--- config.mk ---
export PLATFORM = sky130hd
export DESIGN_NAME = decode_stage
export DESIGN_NICKNAME = d
export VERILOG_FILES = /design/src/design/decode_pkg.sv /design/src/design/base_decoder.sv /design/src/design/compressed_decoder.sv /design/src/design/decode_select.sv /design/src/design/decode_stage.sv
export SDC_FILE = /design/constraint.sdc
export NUM_CORES = 1
export LEC_CHECK = 0
export BUFFER_PORTS_ARGS = -buffer_cell sky130_fd_sc_hd__buf_2
export CORE_ASPECT_RATIO = 1.25
export CORE_MARGIN = 3
export CORE_UTILIZATION = 35
export DETAILED_ROUTE_END_ITERATION = 10
export GPL_TIMING_DRIVEN = 0
export PLACE_DENSITY = 0.61
export SYNTH_ARGS = -nofsm -noshare
export SYNTH_HDL_FRONTEND = slang
export SYNTH_SLANG_ARGS = --single-unit
--- constraint.sdc ---
create_clock -name CLK -period 9.95 [get_ports CLK]
set_input_delay 0.4975 -clock CLK [delete_from_list [all_inputs] [get_ports CLK]]
set_output_delay 0.4975 -clock CLK [all_outputs]
set_load 0.05 [all_outputs]
--- src/design/decode_pkg.sv ---
package decode_pkg;

	// RV32 major opcodes
	localparam logic [6:0] OPC_LUI    = 7'h37;
	localparam logic [6:0] OPC_AUIPC  = 7'h17;
	localparam logic [6:0] OPC_JAL    = 7'h6f;
	localparam logic [6:0] OPC_JALR   = 7'h67;
	localparam logic [6:0] OPC_BRANCH = 7'h63;
	localparam logic [6:0] OPC_LOAD   = 7'h03;
	localparam logic [6:0] OPC_STORE  = 7'h23;
	localparam logic [6:0] OPC_OP_IMM = 7'h13;
	localparam logic [6:0] OPC_OP     = 7'h33;

	typedef enum logic [3:0] {
		ALU_ADD  = 4'd0,
		ALU_SUB  = 4'd1,
		ALU_SLL  = 4'd2,
		ALU_SLT  = 4'd3,
		ALU_SLTU = 4'd4,
		ALU_XOR  = 4'd5,
		ALU_SRL  = 4'd6,
		ALU_SRA  = 4'd7,
		ALU_OR   = 4'd8,
		ALU_AND  = 4'd9,
		ALU_LUI  = 4'd10	// Op B straight through
	} alu_op_e;

	// Write-back source
	typedef enum logic [2:0] {
		SEL_PC4  = 3'd0,
		SEL_ALU  = 3'd1,
		SEL_IMM  = 3'd2,
		SEL_LOAD = 3'd3,
		SEL_DIV  = 3'd4
	} sel_data_e;

	typedef enum logic [2:0] {
		DM_LB   = 3'd0,
		DM_LH   = 3'd1,
		DM_LW   = 3'd2,
		DM_LBU  = 3'd3,
		DM_LHU  = 3'd4,
		DM_NONE = 3'd7		// No load in flight
	} dm_select_e;

	typedef enum logic [1:0] {
		ST_SB = 2'd0,
		ST_SH = 2'd1,
		ST_SW = 2'd2
	} store_select_e;

	// Base view of the fetched word
	typedef struct packed {
		logic [6:0] funct7;
		logic [4:0] rs2;
		logic [4:0] rs1;
		logic [2:0] funct3;
		logic [4:0] rd;
		logic [6:0] opcode;
	} base_fmt_t;

	// RVC view, low halfword only
	typedef struct packed {
		logic [15:0] upper;		// Next parcel, ignored
		logic [2:0]  funct3;
		logic [10:0] mid;		// Registers and immediate bits
		logic [1:0]  quad;		// Quadrant, 2'b11 means base word
	} comp_fmt_t;

	typedef union packed {
		base_fmt_t base;
		comp_fmt_t comp;
	} inst_word_u;

	typedef struct packed {
		alu_op_e       alu_op;
		logic          sel_op_a;	// 1 = rs1, 0 = PC
		logic          sel_op_b;	// 1 = imm, 0 = rs2
		logic          sel_op_br;	// Target base from rs1
		logic          is_stype;
		logic          is_jump;
		logic          is_btype;
		logic          sel_pc;		// Redirect fetch to target
		logic          wr_en;
		dm_select_e    dm_select;
		store_select_e store_select;
		sel_data_e     sel_data;
		logic          div_valid;
		logic [1:0]    div_op;		// DIV, DIVU, REM, REMU
	} ctrl_t;

	typedef struct packed {
		ctrl_t       ctrl;
		logic [4:0]  rs_a;
		logic [4:0]  rs_b;
		logic [4:0]  rd;
		logic [31:0] imm;
		logic [31:0] jt;		// Jump or branch offset
		logic        illegal;
		logic        is_comp;
	} decode_t;

	// Bubble controls, every enable off
	localparam ctrl_t CTRL_IDLE = '{
		alu_op: ALU_ADD, sel_op_a: 1'b0, sel_op_b: 1'b0, sel_op_br: 1'b0,
		is_stype: 1'b0, is_jump: 1'b0, is_btype: 1'b0, sel_pc: 1'b0, wr_en: 1'b0,
		dm_select: DM_NONE, store_select: ST_SW, sel_data: SEL_ALU,
		div_valid: 1'b0, div_op: 2'd0
	};

endpackage

--- src/design/base_decoder.sv ---
`timescale 1ns/1ps

module base_decoder (
	input  decode_pkg::inst_word_u inst,	// Fetched word
	output decode_pkg::decode_t    dec		// RV32IM decode record
);
	import decode_pkg::*;

	base_fmt_t   w;			// Field view
	logic [31:0] raw;		// Flat bits for immediate shuffles
	logic [31:0] imm_i;
	logic [31:0] imm_s;
	logic [31:0] imm_b;
	logic [31:0] imm_u;
	logic [31:0] imm_j;

	// funct3 to ALU lane, alt picks SUB or SRA
	function automatic alu_op_e alu_from_f3(input logic [2:0] f3, input logic alt);
		case (f3)
			3'b000:  return alt ? ALU_SUB : ALU_ADD;
			3'b001:  return ALU_SLL;
			3'b010:  return ALU_SLT;
			3'b011:  return ALU_SLTU;
			3'b100:  return ALU_XOR;
			3'b101:  return alt ? ALU_SRA : ALU_SRL;
			3'b110:  return ALU_OR;
			default: return ALU_AND;
		endcase
	endfunction

	assign w   = inst.base;
	assign raw = inst;

	assign imm_i = {{20{raw[31]}}, raw[31:20]};
	assign imm_s = {{20{raw[31]}}, raw[31:25], raw[11:7]};
	assign imm_b = {{19{raw[31]}}, raw[31], raw[7], raw[30:25], raw[11:8], 1'b0};
	assign imm_u = {raw[31:12], 12'b0};
	assign imm_j = {{11{raw[31]}}, raw[31], raw[19:12], raw[20], raw[30:21], 1'b0};

	always_comb begin
		dec      = '0;
		dec.ctrl = CTRL_IDLE;
		dec.rs_a = w.rs1;	// Raw fields, unused ones are harmless
		dec.rs_b = w.rs2;
		dec.rd   = w.rd;
		case (w.opcode)
			OPC_LUI: begin
				dec.ctrl.wr_en    = 1'b1;
				dec.ctrl.sel_op_b = 1'b1;
				dec.ctrl.alu_op   = ALU_LUI;
				dec.ctrl.sel_data = SEL_IMM;
				dec.imm           = imm_u;
			end
			OPC_AUIPC: begin
				dec.ctrl.wr_en    = 1'b1;
				dec.ctrl.sel_op_b = 1'b1;	// PC + imm
				dec.imm           = imm_u;
			end
			OPC_JAL, OPC_JALR: begin
				dec.ctrl.wr_en    = 1'b1;
				dec.ctrl.is_jump  = 1'b1;
				dec.ctrl.sel_pc   = 1'b1;
				dec.ctrl.sel_data = SEL_PC4;		// Link value
				if (w.opcode == OPC_JAL) begin
					dec.imm = imm_j;
					dec.jt  = imm_j;
				end else begin
					dec.imm            = imm_i;
					dec.ctrl.sel_op_a  = 1'b1;
					dec.ctrl.sel_op_br = 1'b1;	// rs1 + imm
					dec.illegal        = (w.funct3 != 3'b000);
				end
			end
			OPC_BRANCH: begin
				dec.ctrl.is_btype = 1'b1;
				dec.ctrl.sel_op_a = 1'b1;
				dec.imm           = imm_b;
				dec.jt            = imm_b;
				// Compare lane by branch kind
				dec.ctrl.alu_op   = w.funct3[2] ? (w.funct3[1] ? ALU_SLTU : ALU_SLT) : ALU_SUB;
				dec.illegal       = (w.funct3[2:1] == 2'b01);
			end
			OPC_LOAD: begin
				dec.ctrl.wr_en    = 1'b1;
				dec.ctrl.sel_op_a = 1'b1;
				dec.ctrl.sel_op_b = 1'b1;
				dec.ctrl.sel_data = SEL_LOAD;
				dec.imm           = imm_i;
				case (w.funct3)
					3'b000:  dec.ctrl.dm_select = DM_LB;
					3'b001:  dec.ctrl.dm_select = DM_LH;
					3'b010:  dec.ctrl.dm_select = DM_LW;
					3'b100:  dec.ctrl.dm_select = DM_LBU;
					3'b101:  dec.ctrl.dm_select = DM_LHU;
					default: dec.illegal = 1'b1;
				endcase
			end
			OPC_STORE: begin
				dec.ctrl.is_stype = 1'b1;
				dec.ctrl.sel_op_a = 1'b1;
				dec.ctrl.sel_op_b = 1'b1;	// Address = rs1 + imm
				dec.imm           = imm_s;
				case (w.funct3)
					3'b000:  dec.ctrl.store_select = ST_SB;
					3'b001:  dec.ctrl.store_select = ST_SH;
					3'b010:  dec.ctrl.store_select = ST_SW;
					default: dec.illegal = 1'b1;
				endcase
			end
			OPC_OP_IMM: begin
				dec.ctrl.wr_en    = 1'b1;
				dec.ctrl.sel_op_a = 1'b1;
				dec.ctrl.sel_op_b = 1'b1;
				dec.imm           = imm_i;
				dec.ctrl.alu_op   = alu_from_f3(w.funct3, (w.funct3 == 3'b101) & w.funct7[5]);
				// Shift amounts carry a funct7 of their own
				if (w.funct3 == 3'b001 && w.funct7 != 7'h00)
					dec.illegal = 1'b1;
				if (w.funct3 == 3'b101 && w.funct7 != 7'h00 && w.funct7 != 7'h20)
					dec.illegal = 1'b1;
			end
			OPC_OP: begin
				dec.ctrl.wr_en    = 1'b1;
				dec.ctrl.sel_op_a = 1'b1;
				case (w.funct7)
					7'h00: dec.ctrl.alu_op = alu_from_f3(w.funct3, 1'b0);
					7'h20: begin
						dec.ctrl.alu_op = alu_from_f3(w.funct3, 1'b1);
						dec.illegal     = (w.funct3 != 3'b000) && (w.funct3 != 3'b101);
					end
					7'h01: begin
						// Only the divide half of M, multiplies fall out
						dec.ctrl.div_valid = w.funct3[2];
						dec.ctrl.div_op    = w.funct3[1:0];
						dec.ctrl.sel_data  = SEL_DIV;
						dec.illegal        = !w.funct3[2];
					end
					default: dec.illegal = 1'b1;
				endcase
			end
			default: dec.illegal = 1'b1;
		endcase
		if (dec.illegal)
			dec.ctrl = CTRL_IDLE;	// Bubble
	end

endmodule

--- src/design/compressed_decoder.sv ---
`timescale 1ns/1ps

module compressed_decoder (
	input  decode_pkg::inst_word_u inst,	// Fetched word, low half used
	output decode_pkg::decode_t    dec		// Expanded decode record
);
	import decode_pkg::*;

	comp_fmt_t   cw;
	logic [15:0] c;				// The RVC parcel
	logic [4:0]  r_full;		// rd/rs1 in [11:7]
	logic [4:0]  r_src2;		// rs2 in [6:2]
	logic [4:0]  r_hi_p;		// rs1' in [9:7]
	logic [4:0]  r_lo_p;		// rd'/rs2' in [4:2]
	logic [31:0] imm6;			// Signed, bit 12 and [6:2]
	logic [31:0] uimm_spn;		// C.ADDI4SPN scaled by 4
	logic [31:0] uimm_lsw;		// C.LW / C.SW offset
	logic [31:0] off_cj;		// CJ format
	logic [31:0] off_cb;		// CB format

	assign cw = inst.comp;
	assign c  = {cw.funct3, cw.mid, cw.quad};

	assign r_full = c[11:7];
	assign r_src2 = c[6:2];
	assign r_hi_p = {2'b01, c[9:7]};	// x8..x15
	assign r_lo_p = {2'b01, c[4:2]};

	assign imm6     = {{26{c[12]}}, c[12], c[6:2]};
	assign uimm_spn = {22'b0, c[10:7], c[12:11], c[5], c[6], 2'b00};
	assign uimm_lsw = {25'b0, c[5], c[12:10], c[6], 2'b00};
	assign off_cj   = {{20{c[12]}}, c[12], c[8], c[10:9], c[6], c[7], c[2], c[11], c[5:3], 1'b0};
	assign off_cb   = {{23{c[12]}}, c[12], c[6:5], c[2], c[11:10], c[4:3], 1'b0};

	always_comb begin
		dec      = '0;
		dec.ctrl = CTRL_IDLE;
		case ({cw.quad, cw.funct3})
			5'b00_000: begin		// C.ADDI4SPN
				dec.rd            = r_lo_p;
				dec.rs_a          = 5'd2;	// sp
				dec.imm           = uimm_spn;
				dec.ctrl.wr_en    = 1'b1;
				dec.ctrl.sel_op_a = 1'b1;
				dec.ctrl.sel_op_b = 1'b1;
				dec.illegal       = (uimm_spn == '0);	// Also catches the zero word
			end
			5'b00_010: begin		// C.LW
				dec.rd             = r_lo_p;
				dec.rs_a           = r_hi_p;
				dec.imm            = uimm_lsw;
				dec.ctrl.wr_en     = 1'b1;
				dec.ctrl.sel_op_a  = 1'b1;
				dec.ctrl.sel_op_b  = 1'b1;
				dec.ctrl.dm_select = DM_LW;
				dec.ctrl.sel_data  = SEL_LOAD;
			end
			5'b00_110: begin		// C.SW
				dec.rs_a              = r_hi_p;
				dec.rs_b              = r_lo_p;
				dec.imm               = uimm_lsw;
				dec.ctrl.is_stype     = 1'b1;
				dec.ctrl.sel_op_a     = 1'b1;
				dec.ctrl.sel_op_b     = 1'b1;
				dec.ctrl.store_select = ST_SW;
			end
			5'b01_000, 5'b01_010: begin	// C.ADDI, C.LI
				dec.rd            = r_full;
				dec.rs_a          = cw.funct3[1] ? 5'd0 : r_full;	// C.LI adds to x0
				dec.imm           = imm6;
				dec.ctrl.wr_en    = 1'b1;
				dec.ctrl.sel_op_a = 1'b1;
				dec.ctrl.sel_op_b = 1'b1;
			end
			5'b01_001, 5'b01_101: begin	// C.JAL, C.J
				dec.rd            = cw.funct3[2] ? 5'd0 : 5'd1;	// C.J links to x0
				dec.imm           = off_cj;
				dec.jt            = off_cj;
				dec.ctrl.wr_en    = 1'b1;
				dec.ctrl.is_jump  = 1'b1;
				dec.ctrl.sel_pc   = 1'b1;
				dec.ctrl.sel_data = SEL_PC4;
			end
			5'b01_011: begin		// C.LUI
				dec.rd            = r_full;
				dec.imm           = {imm6[19:0], 12'b0};
				dec.ctrl.wr_en    = 1'b1;
				dec.ctrl.sel_op_b = 1'b1;
				dec.ctrl.alu_op   = ALU_LUI;
				dec.ctrl.sel_data = SEL_IMM;
				// rd = sp is C.ADDI16SP, not in the subset
				dec.illegal       = (r_full == 5'd0) || (r_full == 5'd2) || (imm6 == '0);
			end
			5'b01_110, 5'b01_111: begin	// C.BEQZ, C.BNEZ
				dec.rs_a          = r_hi_p;
				dec.rs_b          = 5'd0;	// Compare with x0
				dec.imm           = off_cb;
				dec.jt            = off_cb;
				dec.ctrl.is_btype = 1'b1;
				dec.ctrl.sel_op_a = 1'b1;
				dec.ctrl.alu_op   = ALU_SUB;
			end
			5'b10_000: begin		// C.SLLI
				dec.rd            = r_full;
				dec.rs_a          = r_full;
				dec.imm           = {27'b0, c[6:2]};
				dec.ctrl.wr_en    = 1'b1;
				dec.ctrl.sel_op_a = 1'b1;
				dec.ctrl.sel_op_b = 1'b1;
				dec.ctrl.alu_op   = ALU_SLL;
				dec.illegal       = c[12];	// shamt[5] reserved on RV32
			end
			5'b10_100: begin
				dec.ctrl.sel_op_a = 1'b1;
				if (r_src2 == 5'd0) begin
					// C.JR or C.JALR, target is rs1 alone
					dec.rd             = c[12] ? 5'd1 : 5'd0;
					dec.rs_a           = r_full;
					dec.ctrl.wr_en     = 1'b1;
					dec.ctrl.is_jump   = 1'b1;
					dec.ctrl.sel_pc    = 1'b1;
					dec.ctrl.sel_op_br = 1'b1;
					dec.ctrl.sel_data  = SEL_PC4;
					dec.illegal        = (r_full == 5'd0);	// Reserved or C.EBREAK
				end else begin
					// C.MV adds to x0, C.ADD adds to rd
					dec.rd         = r_full;
					dec.rs_a       = c[12] ? r_full : 5'd0;
					dec.rs_b       = r_src2;
					dec.ctrl.wr_en = 1'b1;
				end
			end
			default: dec.illegal = 1'b1;	// Outside the subset or a base word
		endcase
		if (dec.illegal)
			dec.ctrl = CTRL_IDLE;
	end

endmodule

--- src/design/decode_select.sv ---
`timescale 1ns/1ps

module decode_select #(
	parameter int PC_W = 12		// PC width
) (
	input  decode_pkg::decode_t base_dec,	// From the RV32IM decoder
	input  decode_pkg::decode_t comp_dec,	// From the RVC decoder
	input  logic [1:0]          quadrant,	// Low two bits of the word
	input  logic [PC_W-1:0]     pc,
	input  logic [31:0]         rs1_data,	// Register base for JALR style jumps
	output decode_pkg::decode_t id_dec,
	output logic [PC_W-1:0]     id_pc4,		// Next sequential PC
	output logic [PC_W-1:0]     id_target	// Jump or branch target
);

	logic        is_comp;
	logic        use_reg;		// Register based target
	logic [31:0] pc_ext;
	logic [31:0] br_base;
	logic [31:0] br_off;
	logic [31:0] target_full;

	// Anything not ending in 2'b11 is a 16-bit word
	assign is_comp = (quadrant != 2'b11);

	always_comb begin
		id_dec         = is_comp ? comp_dec : base_dec;
		id_dec.is_comp = is_comp;
	end

	// Half step for RVC
	assign id_pc4 = pc + (is_comp ? PC_W'(2) : PC_W'(4));

	assign use_reg = id_dec.ctrl.sel_op_br;
	assign pc_ext  = 32'(pc);
	assign br_base = use_reg ? rs1_data : pc_ext;

	// C.JR and C.JALR add nothing
	always_comb begin
		if (is_comp)
			br_off = use_reg ? 32'd0 : comp_dec.jt;
		else
			br_off = base_dec.imm;
	end

	assign target_full = br_base + br_off;
	assign id_target   = target_full[PC_W-1:0];	// Wraps to the fetch space

endmodule

--- src/design/decode_stage.sv ---
`timescale 1ns/1ps

module decode_stage #(
	parameter int PC_W = 12		// Fetch address width
) (
	input  logic                   CLK,
	input  logic                   rst_n,
	input  logic                   inst_valid,	// One word per strobe
	input  decode_pkg::inst_word_u inst,
	input  logic [PC_W-1:0]        pc,			// Address of inst
	input  logic [31:0]            rs1_data,	// rs1 value for register jumps
	output logic                   exe_valid,
	output decode_pkg::decode_t    exe_dec,
	output logic [PC_W-1:0]        exe_pc4,
	output logic [PC_W-1:0]        exe_target
);
	import decode_pkg::*;

	decode_t         base_dec;
	decode_t         comp_dec;
	decode_t         id_dec;		// Chosen record
	logic [PC_W-1:0] id_pc4;
	logic [PC_W-1:0] id_target;

	// Both decoders see every word
	base_decoder i_base_decoder (
		.inst (inst),
		.dec  (base_dec)
	);

	compressed_decoder i_compressed_decoder (
		.inst (inst),
		.dec  (comp_dec)
	);

	decode_select #(
		.PC_W (PC_W)
	) i_decode_select (
		.base_dec  (base_dec),
		.comp_dec  (comp_dec),
		.quadrant  (inst.comp.quad),
		.pc        (pc),
		.rs1_data  (rs1_data),
		.id_dec    (id_dec),
		.id_pc4    (id_pc4),
		.id_target (id_target)
	);

	// ID/EXE register
	always_ff @(posedge CLK) begin
		if (!rst_n) begin
			exe_valid    <= 1'b0;
			exe_dec.ctrl <= CTRL_IDLE;	// No write-back out of reset
		end else begin
			exe_valid <= inst_valid;	// Drops on idle cycles
			if (inst_valid) begin
				exe_dec    <= id_dec;
				exe_pc4    <= id_pc4;
				exe_target <= id_target;
			end
		end
	end

endmodule

Word level (Yosys, flattened, before mapping)
Index checks and enable logic that the tools add are counted.
{ "word_totals": {"reg_bits": 129, "inputBits": 79, "out_inout_bits": 129} }
{ "op_classes": {"add_sub_neg": 2, "eq_ne": 33, "muxes": 68, "n_bitwise": 1, "reduce_logical": 36} }
{ "ops": {"columns": ["operator", "n"], "rows": [
  ["one-hot mux 32 bit (7 select lines)", 1],
  ["one-hot mux 32 bit (5 select lines)", 1],
  ["one-hot mux 32 bit (2 select lines)", 2],
  ["two-way mux 104 bit", 1],
  ["one-hot mux 4 bit (7 select lines)", 3],
  ["logical NOT 32 bit", 2],
  ["two-way mux 23 bit", 2],
  ["two-way mux 12 bit", 3],
  ["== test 5 x 4 -> 1 bit, second input constant", 7],
  ["two-way mux 32 bit", 1],
  ["== test 7 x 6 -> 1 bit, second input constant", 4],
  ["two-way mux 1 bit", 25],
  ["two-way mux 5 bit", 5],
  ["one-hot mux 5 bit (5 select lines)", 1],
  ["adder 12 bit", 2],
  ["one-hot mux 3 bit (4 select lines)", 2],
  ["== test 7 bit, second input constant", 3],
  ["two-way mux 20 bit", 1],
  ["one-hot mux 5 bit (4 select lines)", 1],
  ["OR reduction 9 bit", 2],
  ["one-hot mux 4 bit (4 select lines)", 1],
  ["OR reduction 2 bit", 8],
  ["logical NOT 5 bit", 3],
  ["two-way mux 3 bit", 5],
  ["39 further kinds", 54]
]} }

Depth between registers and ports, before layout
Gate-level depths: netlist of run 1.
{ "depth": {"depth_word": 10, "mapped_depth": 16} }

By module
Synthesis of run 1 repeated with hierarchy kept, for this count alone.
{ "unflattened": {"cells_unflattened": 1077, "hier_area_um2": 8986.1} }
{ "by_module_without_submodules": {"columns": ["module", "n_inst", "cells_per_inst", "area_each_um2", "seq_area_each_um2"], "rows": [
  ["decode_stage", 1, 182, 4067.7, 3633.5],
  ["decode_select", 1, 461, 2222.1, 0.0],
  ["base_decoder", 1, 227, 1403.8, 0.0],
  ["compressed_decoder", 1, 207, 1292.5, 0.0]
]} }

Worst setup path before layout of run 1
Ideal clock, no wire load.
{ "synth_path": {"path_type": "input-to-reg", "startpoint": "in inst[6] (netlist bit)", "endpoint": "reg exe_target[11] (data pin)", "setup_time_ps": 261, "arrival_time_ps": 3660, "t_required_ps": 9689, "path_slack_ps": 6029, "stages": 15, "n_path_buf": 3, "path_cell_list": "buf_2 > and4b_1 > buf_6 > a211o_1 > a2111o_1 > and2_4 > buf_6 > mux2_4 > ha_1 > o21a_1 > o21ai_0 > nor2_1 > a221oi_1 > o21ai_0 > xnor2_1"} }
{ "synth_via": {"elab_chain_len": 8, "elab_cells_between_ends": 34} }
{ "synth_lines": {"columns": ["element", "line", "source"], "rows": [
  ["from (decl)", "decode_stage.sv:9", "input decode_pkg::inst_word_u inst,"],
  ["== test 7 bit, or another cell as far along", "base_decoder.sv:46, base_decoder.sv:64", null],
  ["two-way mux 1 bit, or another cell as far along", "base_decoder.sv:64", "if (w.opcode == OPC_JAL) begin"],
  ["one-hot mux 1 bit (7 select lines), or another cell as far along", "base_decoder.sv:46", "case (w.opcode)"],
  ["two-way mux 23 bit (on tied branches)", "base_decoder.sv:143, compressed_decoder.sv:135", null],
  ["two-way mux 104 bit", "decode_select.sv:27", "id_dec = is_comp ? comp_dec : base_dec;"],
  ["two-way mux 12 bit", "decode_select.sv:41", "br_off = use_reg ? 32'd0 : comp_dec.jt;"],
  ["two-way mux 12 bit", "decode_select.sv:40", "if (is_comp)"],
  ["adder 12 bit *", "decode_select.sv:46", "assign target_full = br_base + br_off;"],
  ["via i_decode_select.id_target[11]", "decode_select.sv:13", "output logic [PC_W-1:0] id_target"],
  ["to (signal assigned)", "decode_stage.sv:59", "exe_target <= id_target;"],
  ["to (decl)", "decode_stage.sv:15", "output logic [PC_W-1:0] exe_target"]
]} }
Mark *: on every way through the listed nets, which the timed path passes. The rest lies on a longest branch.
A chain may end at the register's enable or synchronous reset.

Worst setup path in the final report of run 1
{ "layout_path": {"startpoint": "in inst[4] (netlist bit)", "endpoint": "reg exe_target[11] (data pin)"} }
The elaborated chain is that of the path after synthesis.

==> results of run 1 <==
## per-stage QoR
step	hold WS [ns]	worst slack (ns)
global placement	0.450	5.17
CTS	0.261	5.84
detailed placement	0.446	5.41
floorplan	0.596	6.03
global route	0.269	5.64
finish	0.273	5.79
## sequential cells by signal (all words and copies together) (netlist names)
signal / cells
exe_dec: 91
exe_pc4: 12
exe_target: 12
exe_valid: 1
## power breakdown
part	leakage [nW]	internal, mW	switching (mW)	total [mW]
Combinational	2.31	0.0772	0.225	0.302
Clock	0.274	0.363	0.214	0.577
Sequential	0.998	0.560	0.00912	0.569
## layout make-up
class	count	area (sq um)	share of cell area, %
Clock buffer	20	437	5.12
Tap cell	232	290	3.40
Buffer	62	323	3.79
Multi-Input combinational cell	475	3100	36.3
Clock inverter	12	114	1.34
Timing Repair Buffer	183	938	11.0
Sequential cell	116	3250	38.1
Inverter	19	71.3	0.836
Antenna cell	1	2.50	0.0293
## synthesized netlist by cell type, types with 7 or more instances
library cell | number | area [sq um]
edfxtp_1 | 93 | 2790
nand2_1 | 64 | 240
o21ai_0 | 61 | 305
a21oi_1 | 38 | 190
clkbuf_1 | 35 | 131
nor2_1 | 35 | 131
nand3_1 | 29 | 145
dfxtp_1 | 23 | 460
inv_1 | 19 | 71.3
a21o_1 | 18 | 135
buf_4 | 14 | 105
nor2b_1 | 14 | 87.6
ha_1 | 13 | 163
nand2b_1 | 12 | 75.1
xnor2_1 | 12 | 105
a22o_1 | 10 | 87.6
mux2_4 | 9 | 135
a22oi_1 | 8 | 60.1
nor3_1 | 8 | 40.0
nor4_1 | 8 | 50.1
a211o_1 | 7 | 61.3
a221o_1 | 7 | 70.1
and3_1 | 7 | 43.8
## kinds of logic (layout without fill, tap and decap cells)
kind of cell / count (synthesis) / count (layout) / share of synthesized area [%]
fa+ha+maj: 15 / 15 / 3.01
compound gates: 207 / 207 / 20.8
buf+inv: 81 / 296 / 5.85
flops: 116 / 116 / 48.3
mux: 12 / 12 / 2.49
xor+xnor: 17 / 17 / 2.21
simple gates: 223 / 223 / 17.3
other cells: 1 / 2 / 0.0557
## path summary, 6_finish.rpt
check / startpoint / endpoint / slack (ns) / cells after the start
worst max-delay path: inst[4] / exe_target[11] / 5.79 / 14
worst max register to register: exe_dec[84] / exe_dec[84] / 9.20 / 3
worst min-delay path: pc[0] / exe_pc4[0] / 0.27 / 1
worst min register to register: exe_dec[102] / exe_dec[102] / 0.46 / 2
## critical path: cells and delay by family
kind	cells	cell delay [ns]
xor+xnor	1	0.16
fa+ha+maj	1	0.33
mux	1	0.31
buf+inv	3	0.45
simple gates	4	1.50
compound gates	4	1.07
## metal layers
layer / GRT usage [%] / vias up / wire length [um]
met5: 0 / - / 0
met4: 10.3 / 0 / 945
met3: 4.63 / 60 / 1490
met2: 36.6 / 264 / 11500
met1: 27.3 / 2979 / 9420
li1: - / 2920 / -
==> impl_metrics.toml, run 1 <==
[yosys]
syn-num-nets = 766
ys.flop_type = "edfxtp_1"
yosys_register_bits = 116
seq_area_frac_synth_pct = 48.3
synth_warnings = 0
netlist_instances = 672
synthDistinctLibCells = 76
ys_async_sr_fraction_pct = 0
synth_edf_count = 93
synth_area_sq_mm = 0.00674
avgSynthCellArea_sq_um = 10.0

[sta]
setup_viol = 0
hold_viol = 0
timing.fmax_mhz = 240
rsz0062_at_grt = "no"
fin_crit_ns = 4.16
slew_headroom_pct = 17.6
fin_worst_skew_ns = 0
fin_tns_setup_ns = 0
slew_viol_final = 0
worst_pin_slew_ns = 1.23
period_share_pct = 41.8

[die]
core-area_sq_mm = 0.0188
die_y_um = 161
die_area_sq_mm = 0.0210
ios = 208
start_util_pct = 35.7
rows = 56
fp.dieW_um = 130

[setup_path]
setup.worst_path.class = "in -> reg"
cp_max_fo = 10
max_stage_delay_ns = 0.71
cp-start-kind = "primary input"
cp-end-kind = "flop"
worstPathCellList = "buf_2 > clkbuf_1 > or4_1 > or3_1 > and2_4 > buf_6 > mux2_4 > ha_1 > o21a_1 > o21ai_0 > nor2_1 > a221oi_1 > o21ai_0 > xnor2_1"
crit_path_top_delay_cell = "or4_1"
crit_arrival_ns = 4.32
cp_common_cell = "o21ai_0"
required_ns = 10.11

[global_routing]
antenna_found_initial = 1
grt_pass1_vias = 6068
grt-ovfl-total = 0
grt.total_usage_pct = 22.1
grt_pass1_wl_mm = 35.0
grt_max_degree = 70

[routing]
drtIter0Drc = 505
drc = 0
antenna_left = 0
via_per_inst = 5.56
dr.pass1.iters = 6
drt-wirelength-per-cell_um = 20.9
num_vias = 6223
drt-total-wl_mm = 23.4

[place]
dp_cells = 1087
portBuffers = 182
place.gp.congestion = 0.995
dp_hpwl_mm = 17.8
placed_area_sq_mm = 0.00798

[finish]
fill_cells = 1871
final_cells = 1120
utilization_pct = 45.2
drive_gt1_share_pct = 29.2
nets = 968
final_common_cell = "buf_2"
areaGrowthSynthToFinish_pct = 26.6
most-common-layout-cells = "buf_2, edfxtp_1, nand2_1"
final_area_sq_mm = 0.00853

[clock_network]
clockBufferDepth = 2
holdBufCountCts = 0
cts_inserted_buffers = 17
tritoncts = "yes"
cts.repair.resized = 0
cts_setup_buffers = 0
clk_pin_slew_ns = 0.05
cts.sinks = 116
clock-root-buffer = "clkbuf_16"
cts_htree_levels = 4
clk_latency_ns = 0.42

[worst_hold_path]
min_path_type = "in -> reg"

[power]
p_per_area_mw_per_mm2 = 170
irDropWorstVdd_uv = 98.5
power_leakage_nw = 3.58
finalPower_mw = 1.45

[outcome]
status = "finished, final reports clean"

[flow_run]
drv_cap = 0
(Power assumes the default switching activity.)
==> run 2, diff against run 1 <==
==> constraint.sdc (replaced) <==
create_clock -name CLK -period 4.3 [get_ports CLK]
set_input_delay 0.215 -clock CLK [delete_from_list [all_inputs] [get_ports CLK]]
set_output_delay 0.215 -clock CLK [all_outputs]
set_load 0.05 [all_outputs]
==> run 2 against run 1 <==
Sequential power increased by 130%. Clock power increased by 130%. Routed wire length increased by 0.23%. Global-route usage about the same. Clock-buffer cell count unchanged. Largest cell class unchanged.
==> impl_metrics.toml, run 2 (same netlist as run 1, synthesis figures left out) <==
[sta]
fin_tns_setup_ns = 0
hold_viol = 0
slew_headroom_pct = 13.6
setup_viol = 0
fin_worst_skew_ns = 0
rsz0062_at_grt = "no"
slew_viol_final = 0
layout_setup_ws_ns = 0.426
worst_pin_slew_ns = 1.30
timing.fmax_mhz = 258
period_share_pct = 90.1
fin_crit_ns = 3.87

[setup_path]
r2r_start = "exe_dec[84]"
critPathBufInv = 3
cp_common_cell = "o21ai_0"
r2r_slack_ns = 3.55
max_stage_delay_ns = 0.71
setup.worst_path.class = "in -> reg"
r2r_end = "exe_dec[84]"
critPathTopFamily = "simple AND/OR/NAND/NOR gates"
crit_arrival_ns = 4.04
worstPathCellList = "buf_2 > clkbuf_1 > or4_1 > or3_1 > and2_4 > buf_6 > mux2_4 > ha_1 > o21a_1 > o21ai_0 > nor2_1 > a221oi_1 > o21ai_0 > xnor2_1"
required_ns = 4.46
cp-end-kind = "flop"
cp-start-kind = "primary input"
reg2regPathDepth = 3
cp_max_fo = 10
crit_path_top_delay_cell = "or4_1"

[routing]
dr.pass1.iters = 5
met1Wirelength_mm = 9.47
drt-total-wl_mm = 23.4
wl_met3_mm = 1.51
num_vias = 6250
top_layer = "met4"
wl_met2_mm = 11.6
drc = 0
antenna_left = 0
drt-wirelength-per-cell_um = 20.9
drtIter0Drc = 488
via_per_inst = 5.58

[global_routing]
grt_pass1_vias = 6074
grt_pass1_wl_mm = 35.0
grt-ovfl-total = 0
grt.total_usage_pct = 22.1
antenna_found_initial = 1
grt_max_degree = 70

[power]
irDropWorstVdd_uv = 228
p_per_area_mw_per_mm2 = 393
power_leakage_nw = 3.59

[finish]
reg_top3 = "exe_dec: 91 flops, exe_pc4: 12 flops, exe_target: 12 flops"
multi_input_area_sq_mm = 0.00310
largest_reg_flops = 91
regMostFlops = "exe_dec"
drive_gt1_share_pct = 29.2
final_cells = 1121
most-common-layout-cells = "buf_2, edfxtp_1, nand2_1"
nets = 969
fill_cells = 1868
areaGrowthSynthToFinish_pct = 26.7
utilization_pct = 45.3
final_common_cell = "buf_2"
seq_area_sq_mm = 0.00325
final_area_sq_mm = 0.00854

[worst_hold_path]
hold_depth = 3
min_from = "rst_n"
timing.hold.worst_endpoint = "exe_dec[102]"
min_path_type = "in -> reg"

[clock_network]
cts_setup_buffers = 0
clk_pin_slew_ns = 0.05
clk_latency_ns = 0.42
clock-root-buffer = "clkbuf_16"
clockBufferDepth = 2
cts.sinks = 116
tritoncts = "yes"
cts_inserted_buffers = 17
cts_htree_levels = 4

[die]
die_area_sq_mm = 0.0210
core-area_sq_mm = 0.0188
start_util_pct = 35.7
die_y_um = 161
ios = 208
fp.dieW_um = 130
rows = 56

[flow_run]
drv_cap = 0

[place]
dp_cells = 1087
portBuffers = 182
dp_slack_ns = 0.0448
dp_hpwl_mm = 17.8
placed_area_sq_mm = 0.00798
place.gp.congestion = 0.995

[outcome]
status = "finished, final reports clean"
[run 2: cell count changes in the layout (fill, tap and decap cells not counted), sizes merged]
cell,change
dlygate4sd3,+1
[run 2: layout make-up]
type / instances / area share [%]
Sequential cell: 116 / 38.1
Multi-Input combinational cell: 475 / 36.3
Timing Repair Buffer: 184 / 11.1
Clock buffer: 20 / 5.11
Buffer: 62 / 3.78
Tap cell: 232 / 3.40
Clock inverter: 12 / 1.33
Inverter: 19 / 0.835
Antenna cell: 1 / 0.0293
[run 2: per-layer routing]
metal  global-route usage [%]  up-vias
met1                     27.3     2995
met2                     36.6      279
met3                     4.63       55
met5                        0        -
met4                     10.3        0
li1                         -     2921
[run 2: stage by stage]
stage               hold slack, ns  total power [mW]
global route                 0.112              3.47
global placement             0.404              2.04
detailed placement           0.411              2.04
finish                      0.0972              3.36
floorplan                    0.314              1.84
CTS                         0.0904              3.38
[run 2: worst max path at each step]
stage | from | end | slack, ns | cells past startpoint
3_3_place_gp | inst_valid | exe_dec[102] | -0.20 | 5
4_1_cts | inst[4] | exe_target[11] | 0.47 | 14
6_report | inst[4] | exe_target[11] | 0.43 | 14
5_1_grt | inst[4] | exe_target[11] | 0.28 | 14
3_5_place_dp | inst[4] | exe_target[11] | 0.04 | 14
2_1_floorplan | inst[6] | exe_target[11] | 0.66 | 15
[run 2: worst register-to-register path: stages, from the launching register on]
cell	delay, ns
dfxtp_1	0.31
inv_1	0.04
o21ai_0	0.06
a31o_2	0.23
[run 2: where the power goes]
part	switching (mW)	internal, mW	leakage (nW)
logic	0.521	0.179	2.32
registers	0.0211	1.30	0.998
clock network	0.498	0.840	0.274
total	1.04	2.32	3.59
[run 2: what timing repair did]
action,in CTS,in global routing
hold buffers,1,0
endpoints found under the hold margin,1,0
gates resized for setup,0,0
